<file path="config.mk">
export PLATFORM = sky130hd
export DESIGN_NAME = pci_target_top
export DESIGN_NICKNAME = d
export VERILOG_FILES = /design/src/pci_target_pkg.sv /design/src/delayed_read_tracker.sv /design/src/pci_address_decoder.sv /design/src/pci_target_top.sv /design/src/response_builder.sv
export VERILOG_INCLUDE_DIRS = /design/src
export SDC_FILE = /design/constraint.sdc
export NUM_CORES = 1
export LEC_CHECK = 0
export BUFFER_PORTS_ARGS = -buffer_cell sky130_fd_sc_hd__buf_2
export CAP_MARGIN = 15
export CORE_UTILIZATION = 50
export CTS_BUF_LIST = sky130_fd_sc_hd__clkbuf_16
export DETAILED_ROUTE_END_ITERATION = 8
export GPL_TIMING_DRIVEN = 1
export PLACE_DENSITY = 0.75
export SETUP_SLACK_MARGIN = 0.02
export SYNTH_ARGS = -nofsm -noshare
export SYNTH_HDL_FRONTEND = slang
export SYNTH_SLANG_ARGS = --single-unit
</file>
<file path="constraint.sdc">
create_clock -name pci_clk -period 5.14 [get_ports pci_clk]
set_input_delay 0.514 -clock pci_clk [delete_from_list [all_inputs] [get_ports pci_clk]]
set_output_delay 0.514 -clock pci_clk [all_outputs]
set_load 0.01 [all_outputs]
</file>
<file path="src/pci_target_settings.svh">
// PCI target settings: base match, collision block, discard time and command/response codes
`ifndef PCI_TARGET_SETTINGS_SVH
`define PCI_TARGET_SETTINGS_SVH

// ==========================================================
// Address decode
// ==========================================================

// Lowest address bit compared against the base register, so a 16 MB window
`define PCI_BASE_MATCH_LSB 24

// Lowest address bit used in the write collision compare (128-byte prefetch block)
`define PCI_COLLISION_LSB 7

// Cycles a delayed read may wait for its retry before it is thrown away
`define TARGET_DISCARD_CYCLES 200

// ==========================================================
// PCI bus command codes, as seen on C/BE during the address phase
// ==========================================================
`define CMD_MEM_READ             4'h6
`define CMD_MEM_WRITE            4'h7
`define CMD_MEM_READ_MULTIPLE    4'hC
`define CMD_MEM_READ_LINE        4'hE
`define CMD_MEM_WRITE_INVALIDATE 4'hF

// Response FIFO entry types toward the host
`define RESPONSE_EXECUTED_ADDRESS 4'h1
`define RESPONSE_STATUS_REPORT    4'h2

`endif

</file>
<file path="src/pci_target_pkg.sv">
// PCI target shared types: decoded reference, tracker events and response FIFO entry layout
`default_nettype none

package pci_target_pkg;

  // ==========================================================
  // Decoder to tracker and builder
  // ==========================================================

  // One memory reference that hit this target, held for one cycle
  typedef struct packed {
    logic        valid;
    logic        is_read;
    logic        is_write;
    logic [31:0] address;
    logic [3:0]  command;
  } addr_phase_t;

  // One-cycle events out of the delayed read tracker
  typedef struct packed {
    logic discarded;
    logic collision;
  } dr_event_t;

  // ==========================================================
  // Response FIFO word layouts
  // ==========================================================

  // Status report word, following the low half of the PCI status register layout
  // Bit 18 is a delayed read thrown away by the discard timer
  // Bit 17 asks the host to restart the delayed read after a colliding write
  // Bit 16 is an executed-address entry lost because the FIFO was full
  typedef struct packed {
    logic [12:0] reserved_hi;
    logic        read_discarded;
    logic        read_restart;
    logic        reference_lost;
    logic [15:0] reserved_lo;
  } status_bits_t;

  // The same data word is either a bus address or a status report,
  // depending on the entry type that travels with it
  typedef union packed {
    logic [31:0]  address;
    status_bits_t status;
  } response_data_u;

  // One response FIFO entry
  typedef struct packed {
    logic [3:0]     entry_type;
    logic [3:0]     cbe;
    response_data_u data;
  } response_entry_t;

endpackage

`default_nettype wire

</file>
<file path="src/delayed_read_tracker.sv">
// Delayed read tracker: latches the read address, times its discard and spots colliding writes
`default_nettype none
`timescale 1ns/1ps
`include "pci_target_settings.svh"

module delayed_read_tracker
  import pci_target_pkg::*;
(
  input  logic        pci_clk,
  input  logic        pci_reset_comb,
  input  addr_phase_t addr_phase,
  output dr_event_t   dr_event,
  output logic        delayed_read_in_progress
);

  // Counter sized to hold the whole discard interval
  localparam int unsigned DISCARD_W = $clog2(`TARGET_DISCARD_CYCLES + 1);
  localparam logic [DISCARD_W-1:0] DISCARD_LOAD = DISCARD_W'(`TARGET_DISCARD_CYCLES - 1);

  // Width of a prefetch block number
  localparam int unsigned BLOCK_W = 32 - `PCI_COLLISION_LSB;

  // Block number of the delayed read and the block just after it
  logic [31:`PCI_COLLISION_LSB] dr_block;
  logic [31:`PCI_COLLISION_LSB] dr_block_next;
  logic [31:`PCI_COLLISION_LSB] write_block;

  logic [DISCARD_W-1:0] discard_count;

  logic read_start;
  logic block_match;
  logic collision_hit;
  logic timeout_hit;

  // ==========================================================
  // Event detect
  // ==========================================================

  // Only one delayed read is tracked, later reads leave it alone
  assign read_start = addr_phase.valid & addr_phase.is_read & ~delayed_read_in_progress;

  assign write_block   = addr_phase.address[31:`PCI_COLLISION_LSB];
  assign dr_block_next = dr_block + BLOCK_W'(1);

  // Prefetch may have run into the following block, so both are guarded
  assign block_match = (write_block == dr_block) | (write_block == dr_block_next);

  assign collision_hit = addr_phase.valid & addr_phase.is_write
                         & delayed_read_in_progress & block_match;

  // A collision in the last cycle wins, the read is restarted instead of discarded
  assign timeout_hit = delayed_read_in_progress & (discard_count == '0) & ~collision_hit;

  // ==========================================================
  // Tracker state
  // ==========================================================

  always_ff @(posedge pci_clk or posedge pci_reset_comb)
  begin
    if (pci_reset_comb)
    begin
      delayed_read_in_progress <= 1'b0;
      discard_count            <= '0;
      dr_event                 <= '0;
    end
    else
    begin
      dr_event.discarded <= timeout_hit;
      dr_event.collision <= collision_hit;
      if (read_start)
      begin
        // In-progress stays up for exactly the discard interval unless a write hits
        delayed_read_in_progress <= 1'b1;
        discard_count            <= DISCARD_LOAD;
      end
      else if (collision_hit | timeout_hit)
      begin
        delayed_read_in_progress <= 1'b0;
      end
      else if (delayed_read_in_progress)
      begin
        discard_count <= discard_count - DISCARD_W'(1);
      end
    end
  end

  // Latched block of the read being served
  always_ff @(posedge pci_clk)
  begin
    if (read_start)
    begin
      dr_block <= addr_phase.address[31:`PCI_COLLISION_LSB];
    end
  end

  // ==========================================================
  // Checks
  // ==========================================================

  // The two ways of ending a delayed read are exclusive
  a_events_exclusive : assert property (
    @(posedge pci_clk) disable iff (pci_reset_comb)
    !(dr_event.discarded && dr_event.collision)
  );

  // Each event ends a delayed read that was running in the cycle before
  a_event_ends_read : assert property (
    @(posedge pci_clk) disable iff (pci_reset_comb)
    (dr_event.discarded || dr_event.collision)
      |-> ($past(delayed_read_in_progress) && !delayed_read_in_progress)
  );

endmodule

`default_nettype wire

</file>
<file path="src/pci_address_decoder.sv">
// PCI address decoder: finds the address phase, classifies memory commands, matches the BAR
`default_nettype none
`timescale 1ns/1ps
`include "pci_target_settings.svh"

module pci_address_decoder
  import pci_target_pkg::*;
(
  input  logic                          pci_clk,
  input  logic                          pci_reset_comb,
  input  logic                          pci_frame_in_prev,
  input  logic [31:0]                   pci_ad_in_prev,
  input  logic [3:0]                    pci_cbe_l_in_prev,
  input  logic [31:`PCI_BASE_MATCH_LSB] base_register,
  input  logic                          target_memory_enable,
  output addr_phase_t                   addr_phase
);

  // Frame level one cycle back, used to spot the first cycle of FRAME
  logic frame_last;

  logic addr_phase_start;
  logic is_read_cmd;
  logic is_write_cmd;
  logic base_hit;
  logic ref_hit;

  // Registered reference, split into control and payload
  logic        valid_q;
  logic        is_read_q;
  logic        is_write_q;
  logic [31:0] address_q;
  logic [3:0]  command_q;

  // ==========================================================
  // Address phase detect and decode
  // ==========================================================

  // The address phase is the first cycle that FRAME is seen asserted
  assign addr_phase_start = pci_frame_in_prev & ~frame_last;

  // The sampled C/BE value carries the bus command directly
  // IO, config and special cycles fall into the default and are not claimed
  always_comb
  begin
    is_read_cmd  = 1'b0;
    is_write_cmd = 1'b0;
    case (pci_cbe_l_in_prev)
      `CMD_MEM_READ, `CMD_MEM_READ_MULTIPLE, `CMD_MEM_READ_LINE:
      begin
        is_read_cmd = 1'b1;
      end
      `CMD_MEM_WRITE, `CMD_MEM_WRITE_INVALIDATE:
      begin
        is_write_cmd = 1'b1;
      end
      default:
      begin
        is_read_cmd  = 1'b0;
        is_write_cmd = 1'b0;
      end
    endcase
  end

  // Only the upper address bits take part in the base compare
  assign base_hit = (pci_ad_in_prev[31:`PCI_BASE_MATCH_LSB] == base_register);

  // Memory space must be enabled for the target to claim anything
  assign ref_hit = addr_phase_start & target_memory_enable & base_hit
                   & (is_read_cmd | is_write_cmd);

  // ==========================================================
  // Output register
  // ==========================================================

  always_ff @(posedge pci_clk or posedge pci_reset_comb)
  begin
    if (pci_reset_comb)
    begin
      frame_last <= 1'b0;
      valid_q    <= 1'b0;
      is_read_q  <= 1'b0;
      is_write_q <= 1'b0;
    end
    else
    begin
      frame_last <= pci_frame_in_prev;
      // Valid is a single-cycle pulse, one per address phase at most
      valid_q    <= ref_hit;
      is_read_q  <= ref_hit & is_read_cmd;
      is_write_q <= ref_hit & is_write_cmd;
    end
  end

  // Address and command are only meaningful alongside valid
  always_ff @(posedge pci_clk)
  begin
    if (addr_phase_start)
    begin
      address_q <= pci_ad_in_prev;
      command_q <= pci_cbe_l_in_prev;
    end
  end

  always_comb
  begin
    addr_phase.valid    = valid_q;
    addr_phase.is_read  = is_read_q;
    addr_phase.is_write = is_write_q;
    addr_phase.address  = address_q;
    addr_phase.command  = command_q;
  end

  // A new address phase needs FRAME to drop first, so hits never come back to back
  a_valid_single_cycle : assert property (
    @(posedge pci_clk) disable iff (pci_reset_comb)
    addr_phase.valid |=> !addr_phase.valid
  );

  // A claimed reference is a read or a write, never both
  a_read_write_exclusive : assert property (
    @(posedge pci_clk) disable iff (pci_reset_comb)
    !(addr_phase.is_read && addr_phase.is_write)
  );

endmodule

`default_nettype wire

</file>
<file path="src/pci_target_top.sv">
// PCI target address-phase top: decoder, delayed read tracker and response builder
`default_nettype none
`timescale 1ns/1ps
`include "pci_target_settings.svh"

module pci_target_top
  import pci_target_pkg::*;
(
  input  logic                          pci_clk,
  input  logic                          pci_reset_comb,
  // Registered PCI bus samples
  input  logic [31:0]                   pci_ad_in_prev,
  input  logic [3:0]                    pci_cbe_l_in_prev,
  input  logic                          pci_frame_in_prev,
  // Base address bits and memory space enable from the host
  input  logic [31:`PCI_BASE_MATCH_LSB] base_register,
  input  logic                          target_memory_enable,
  // Host response FIFO
  input  logic                          response_room_available,
  output response_entry_t               response_entry,
  output logic                          response_load,
  output logic                          delayed_read_in_progress
);

  // Decoded reference, shared by tracker and builder
  addr_phase_t addr_phase;

  // Delayed read end events toward the builder
  dr_event_t dr_event;

  // ==========================================================
  // Blocks
  // ==========================================================

  pci_address_decoder i_pci_address_decoder (
    .pci_clk              (pci_clk),
    .pci_reset_comb       (pci_reset_comb),
    .pci_frame_in_prev    (pci_frame_in_prev),
    .pci_ad_in_prev       (pci_ad_in_prev),
    .pci_cbe_l_in_prev    (pci_cbe_l_in_prev),
    .base_register        (base_register),
    .target_memory_enable (target_memory_enable),
    .addr_phase           (addr_phase)
  );

  delayed_read_tracker i_delayed_read_tracker (
    .pci_clk                  (pci_clk),
    .pci_reset_comb           (pci_reset_comb),
    .addr_phase               (addr_phase),
    .dr_event                 (dr_event),
    .delayed_read_in_progress (delayed_read_in_progress)
  );

  response_builder i_response_builder (
    .pci_clk                 (pci_clk),
    .pci_reset_comb          (pci_reset_comb),
    .addr_phase              (addr_phase),
    .dr_event                (dr_event),
    .response_room_available (response_room_available),
    .response_entry          (response_entry),
    .response_load           (response_load)
  );

endmodule

`default_nettype wire

</file>
<file path="src/response_builder.sv">
// Response builder: formats executed-address and status-report entries for the host FIFO
`default_nettype none
`timescale 1ns/1ps
`include "pci_target_settings.svh"

module response_builder
  import pci_target_pkg::*;
(
  input  logic            pci_clk,
  input  logic            pci_reset_comb,
  input  addr_phase_t     addr_phase,
  input  dr_event_t       dr_event,
  input  logic            response_room_available,
  output response_entry_t response_entry,
  output logic            response_load
);

  // Status bits waiting for a free slot, sticky until sent
  status_bits_t pending_bits;
  status_bits_t incoming_bits;
  status_bits_t pending_next;

  logic pending_any;
  logic send_address;
  logic send_status;
  logic reference_lost;

  response_entry_t entry_next;

  // ==========================================================
  // Slot arbitration
  // ==========================================================

  // Address entries have a fixed 2-cycle latency, so they go first
  assign send_address   = addr_phase.valid & response_room_available;
  assign reference_lost = addr_phase.valid & ~response_room_available;

  assign pending_any = |pending_bits;

  // Status goes out only in a slot no address entry wants
  assign send_status = ~addr_phase.valid & response_room_available & pending_any;

  // New status from this cycle lands in pending and rides the next free slot
  always_comb
  begin
    incoming_bits                = '0;
    incoming_bits.read_discarded = dr_event.discarded;
    incoming_bits.read_restart   = dr_event.collision;
    incoming_bits.reference_lost = reference_lost;
    if (send_status)
    begin
      pending_next = incoming_bits;
    end
    else
    begin
      pending_next = pending_bits | incoming_bits;
    end
  end

  // ==========================================================
  // Entry format
  // ==========================================================

  always_comb
  begin
    entry_next = '0;
    if (send_address)
    begin
      // Executed address carries the bus command in the C/BE field
      entry_next.entry_type   = `RESPONSE_EXECUTED_ADDRESS;
      entry_next.cbe          = addr_phase.command;
      entry_next.data.address = addr_phase.address;
    end
    else
    begin
      entry_next.entry_type  = `RESPONSE_STATUS_REPORT;
      entry_next.cbe         = 4'h0;
      entry_next.data.status = pending_bits;
    end
  end

  // ==========================================================
  // Registers
  // ==========================================================

  always_ff @(posedge pci_clk or posedge pci_reset_comb)
  begin
    if (pci_reset_comb)
    begin
      pending_bits  <= '0;
      response_load <= 1'b0;
    end
    else
    begin
      pending_bits  <= pending_next;
      response_load <= send_address | send_status;
    end
  end

  // Entry payload only matters while the load strobe is high
  always_ff @(posedge pci_clk)
  begin
    if (send_address | send_status)
    begin
      response_entry <= entry_next;
    end
  end

  // The strobe is registered, so the room it relied on was seen one cycle before
  a_load_needs_room : assert property (
    @(posedge pci_clk) disable iff (pci_reset_comb)
    response_load |-> $past(response_room_available)
  );

endmodule

`default_nettype wire

</file>
==> qor.yml <==
run_status: "finished, final reports clean"
htree_levels: 4
clk_latency_ns: 0.42
vias: 3673
synthCells: 405
routed_via_density: 5.642
rsz0062_at_grt: "false"
tightestPinTransition_ns: 0.9727
min_period_ns: 3.551
hold_viol_final: 0
core_area_um2: 10320
fin_crit_sh: 0.6909
dr.pass1.iters: 5
synth_edf_count: 99
synth_flop_cell: "edfxtp_1"
drive_gt1_frac: 0.2485
cts_max_path_buffers: 2
wl_um: 11490
grt_max_degree: 40
crit_arrival_ns: 3.89
syn2layout_area_growth_pct: 21.34
grt_usage: 0.2277
root_buffer: "clkbuf_16"
die_w_um: 105.2
cts_setup_buffers: 0
grt_pass1_vias: 3618
ant_nets: 0
synth-seq-cells: 118
clkSinkCount: 118
max_freq_ghz: 0.2816
cts_resized: 0
die_area_um2: 11070
nNetsFinal: 553
crit_chain: "ha_1, nand3_1, or3_1, o31ai_1, o2111ai_1, or4_1, or4_1, nand2_2, mux2i_1"
p_leak_nw: 2.504
die_h_um: 105.2
antenna_found_initial: 0
yosysMostFrequentCell: "edfxtp_1"
drt_drc_violations_left: 0
diodes: 0
fin_area_um2: 6466
ys_seq_area_frac: 0.6471
core.rowCount: 37
synth_top_cell_area_share: 0.5579
grt_pass1_wl_um: 18400
async_reset_ff_frac: 0.1610
timing.critical_path.mode_cell: "or4_1"
hold_path_class: "in -> async"
io_pins: 91
fin_tns_setup_ns: 0
slew_violations: 0
path_clk_slew_ns: 0.05
cp-end-kind: "register"
worstSetupStartpointType: "register"
cp.required_ns: 5.48
postCtsHoldBufs: 0
slew_headroom: 0.3516
synth_top_cell_by_area: "edfxtp_1"
cts_buffers: 17
setup_violations: 0
ir_worst_vdd_v: 0.0002696
ys_top_cells_by_area: "edfxtp_1 56%, dfrtp_1 8.9%, xnor2_1 6.1%"
avgSynthCellArea_um2: 13.16
grt-ovfl-total: 0
cp_max_fo: 9
place.gp.congestion: 0.9058
synth_cell_types: 54
ys_warn_count: 0
numPortBuffers: 88
postPlaceCellArea_um2: 5889
routedWlPerCell_um: 17.65
ys_top_cells_by_count: "99 x edfxtp_1, 37 x xnor2_1, 35 x and3_1"
cts_tree: "built"
synth_area_um2: 5329
start_util: 0.5162
drtIter0Drc: 206
crit_type: "reg -> reg"
critPathSlowestCell: "or4_1"
fin_skew_ns: 0.008260
power_density_nw_per_um2: 344.8
max_stage_delay_ns: 0.70
dp_hpwl_um: 7842
max_cap_viol_count: 0
-- cell families (layout without fill, tap and decap cells) --
kind of cell    Yosys count  after routing  share of synthesized area
compound gates           27             27                    0.03757
mux                      11             11                    0.02137
buf+inv                  23            132                    0.02090
fa+ha+maj                 2              2                   0.004695
xor+xnor                 52             52                    0.08547
other cells               1              2                  0.0007037
simple gates            171            171                     0.1822
flops                   118            118                     0.6471
-- power breakdown --
| group | internal [mW] | switching, mW | total, mW |
|---|---|---|---|
| Sequential | 1.05 | 0.0102 | 1.06 |
| Clock | 0.695 | 0.407 | 1.10 |
| Combinational | 0.0293 | 0.0395 | 0.0688 |
-- layer usage --
layer | part of all wire | global-route usage | wire (um) | up-vias
met5 | 0 | 0 | 0 | -
met4 | 0.023 | 0.1036 | 260 | 0
met3 | 0.058 | 0.07607 | 668 | 18
met2 | 0.48 | 0.3576 | 5562 | 139
met1 | 0.44 | 0.2862 | 5000 | 1786
li1 | - | - | - | 1730
-- stage by stage --
step	util	instances	power, mW	hold slack (ns)	setup slack, ns
5_1_grt	0.6263	651	2.294	0.2012	1.345
4_1_cts	0.6237	650	2.248	0.2033	1.594
3_3_place_gp	0.5705	618	1.145	0.4099	1.758
6_report	0.6263	651	2.229	0.2162	1.589
2_1_floorplan	-	406	1.111	0.4044	2.066
3_5_place_dp	0.5705	618	1.147	0.4274	1.630
-- placed cells by master, fill, tap and decap left out, types with 3 or more instances in the layout --
cell type,Yosys,final
edfxtp_1,99,99
buf_2,2,88
xnor2_1,37,37
and3_1,35,35
nor2_1,26,26
nand2_1,23,23
nand4_1,23,23
nand3_1,20,20
dfrtp_1,19,19
clkbuf_16,0,17
xor2_1,15,15
inv_1,9,12
nor3_1,9,9
mux2i_1,8,8
nor4_1,7,7
o21ai_0,5,5
clkinv_1,0,5
nand3b_1,4,4
or3_1,3,3
a21o_1,3,3
and4_1,3,3
nand2b_1,3,3
mux2_2,3,3
-- worst max-delay path: cells and delay by family (launching register included) --
| family | cells | cell delay [ns] |
|---|---|---|
| simple gates | 5 | 2.01 |
| compound gates | 2 | 0.45 |
| flops | 1 | 0.44 |
| fa+ha+maj | 1 | 0.39 |
| mux | 1 | 0.20 |
-- path summary, 6_finish.rpt --
kind	to	slack [ns]	start	cells past startpoint
worst max-delay path	i_delayed_read_tracker.discard_count[1]	1.59	i_delayed_read_tracker.dr_block[8]	9
worst min-delay path	i_pci_address_decoder.is_read_q	0.22	pci_reset_comb	2
worst max register to register	i_delayed_read_tracker.discard_count[1]	1.59	i_delayed_read_tracker.dr_block[8]	9
worst min register to register	i_response_builder.pending_bits[18]	0.43	i_delayed_read_tracker.dr_event[1]	1
max in group asynchronous	i_delayed_read_tracker.dr_event[0]	4.46	pci_reset_comb	2
min in group pci_clk	i_pci_address_decoder.frame_last	0.22	pci_frame_in_prev	1
-- layout make-up --
type / count / area (um2)
Fill cell: 810 / 3857
Sequential cell: 118 / 3448
Multi-Input combinational cell: 265 / 1782
Timing Repair Buffer: 91 / 483.0
Clock buffer: 17 / 425.4
Tap cell: 136 / 170.2
Clock inverter: 15 / 123.9
Inverter: 9 / 33.78
-- state kept, by name, indices dropped and copies added, names as in the netlist, 2 cells and up --
register / count
i_pci_address_decoder.command_q: 4
i_response_builder.pending_bits: 3
i_delayed_read_tracker.discard_count: 8
i_response_builder.response_entry: 38
i_delayed_read_tracker.dr_block: 25
i_pci_address_decoder.address_q: 32
i_delayed_read_tracker.dr_event: 2
(Power assumes the default switching activity.)
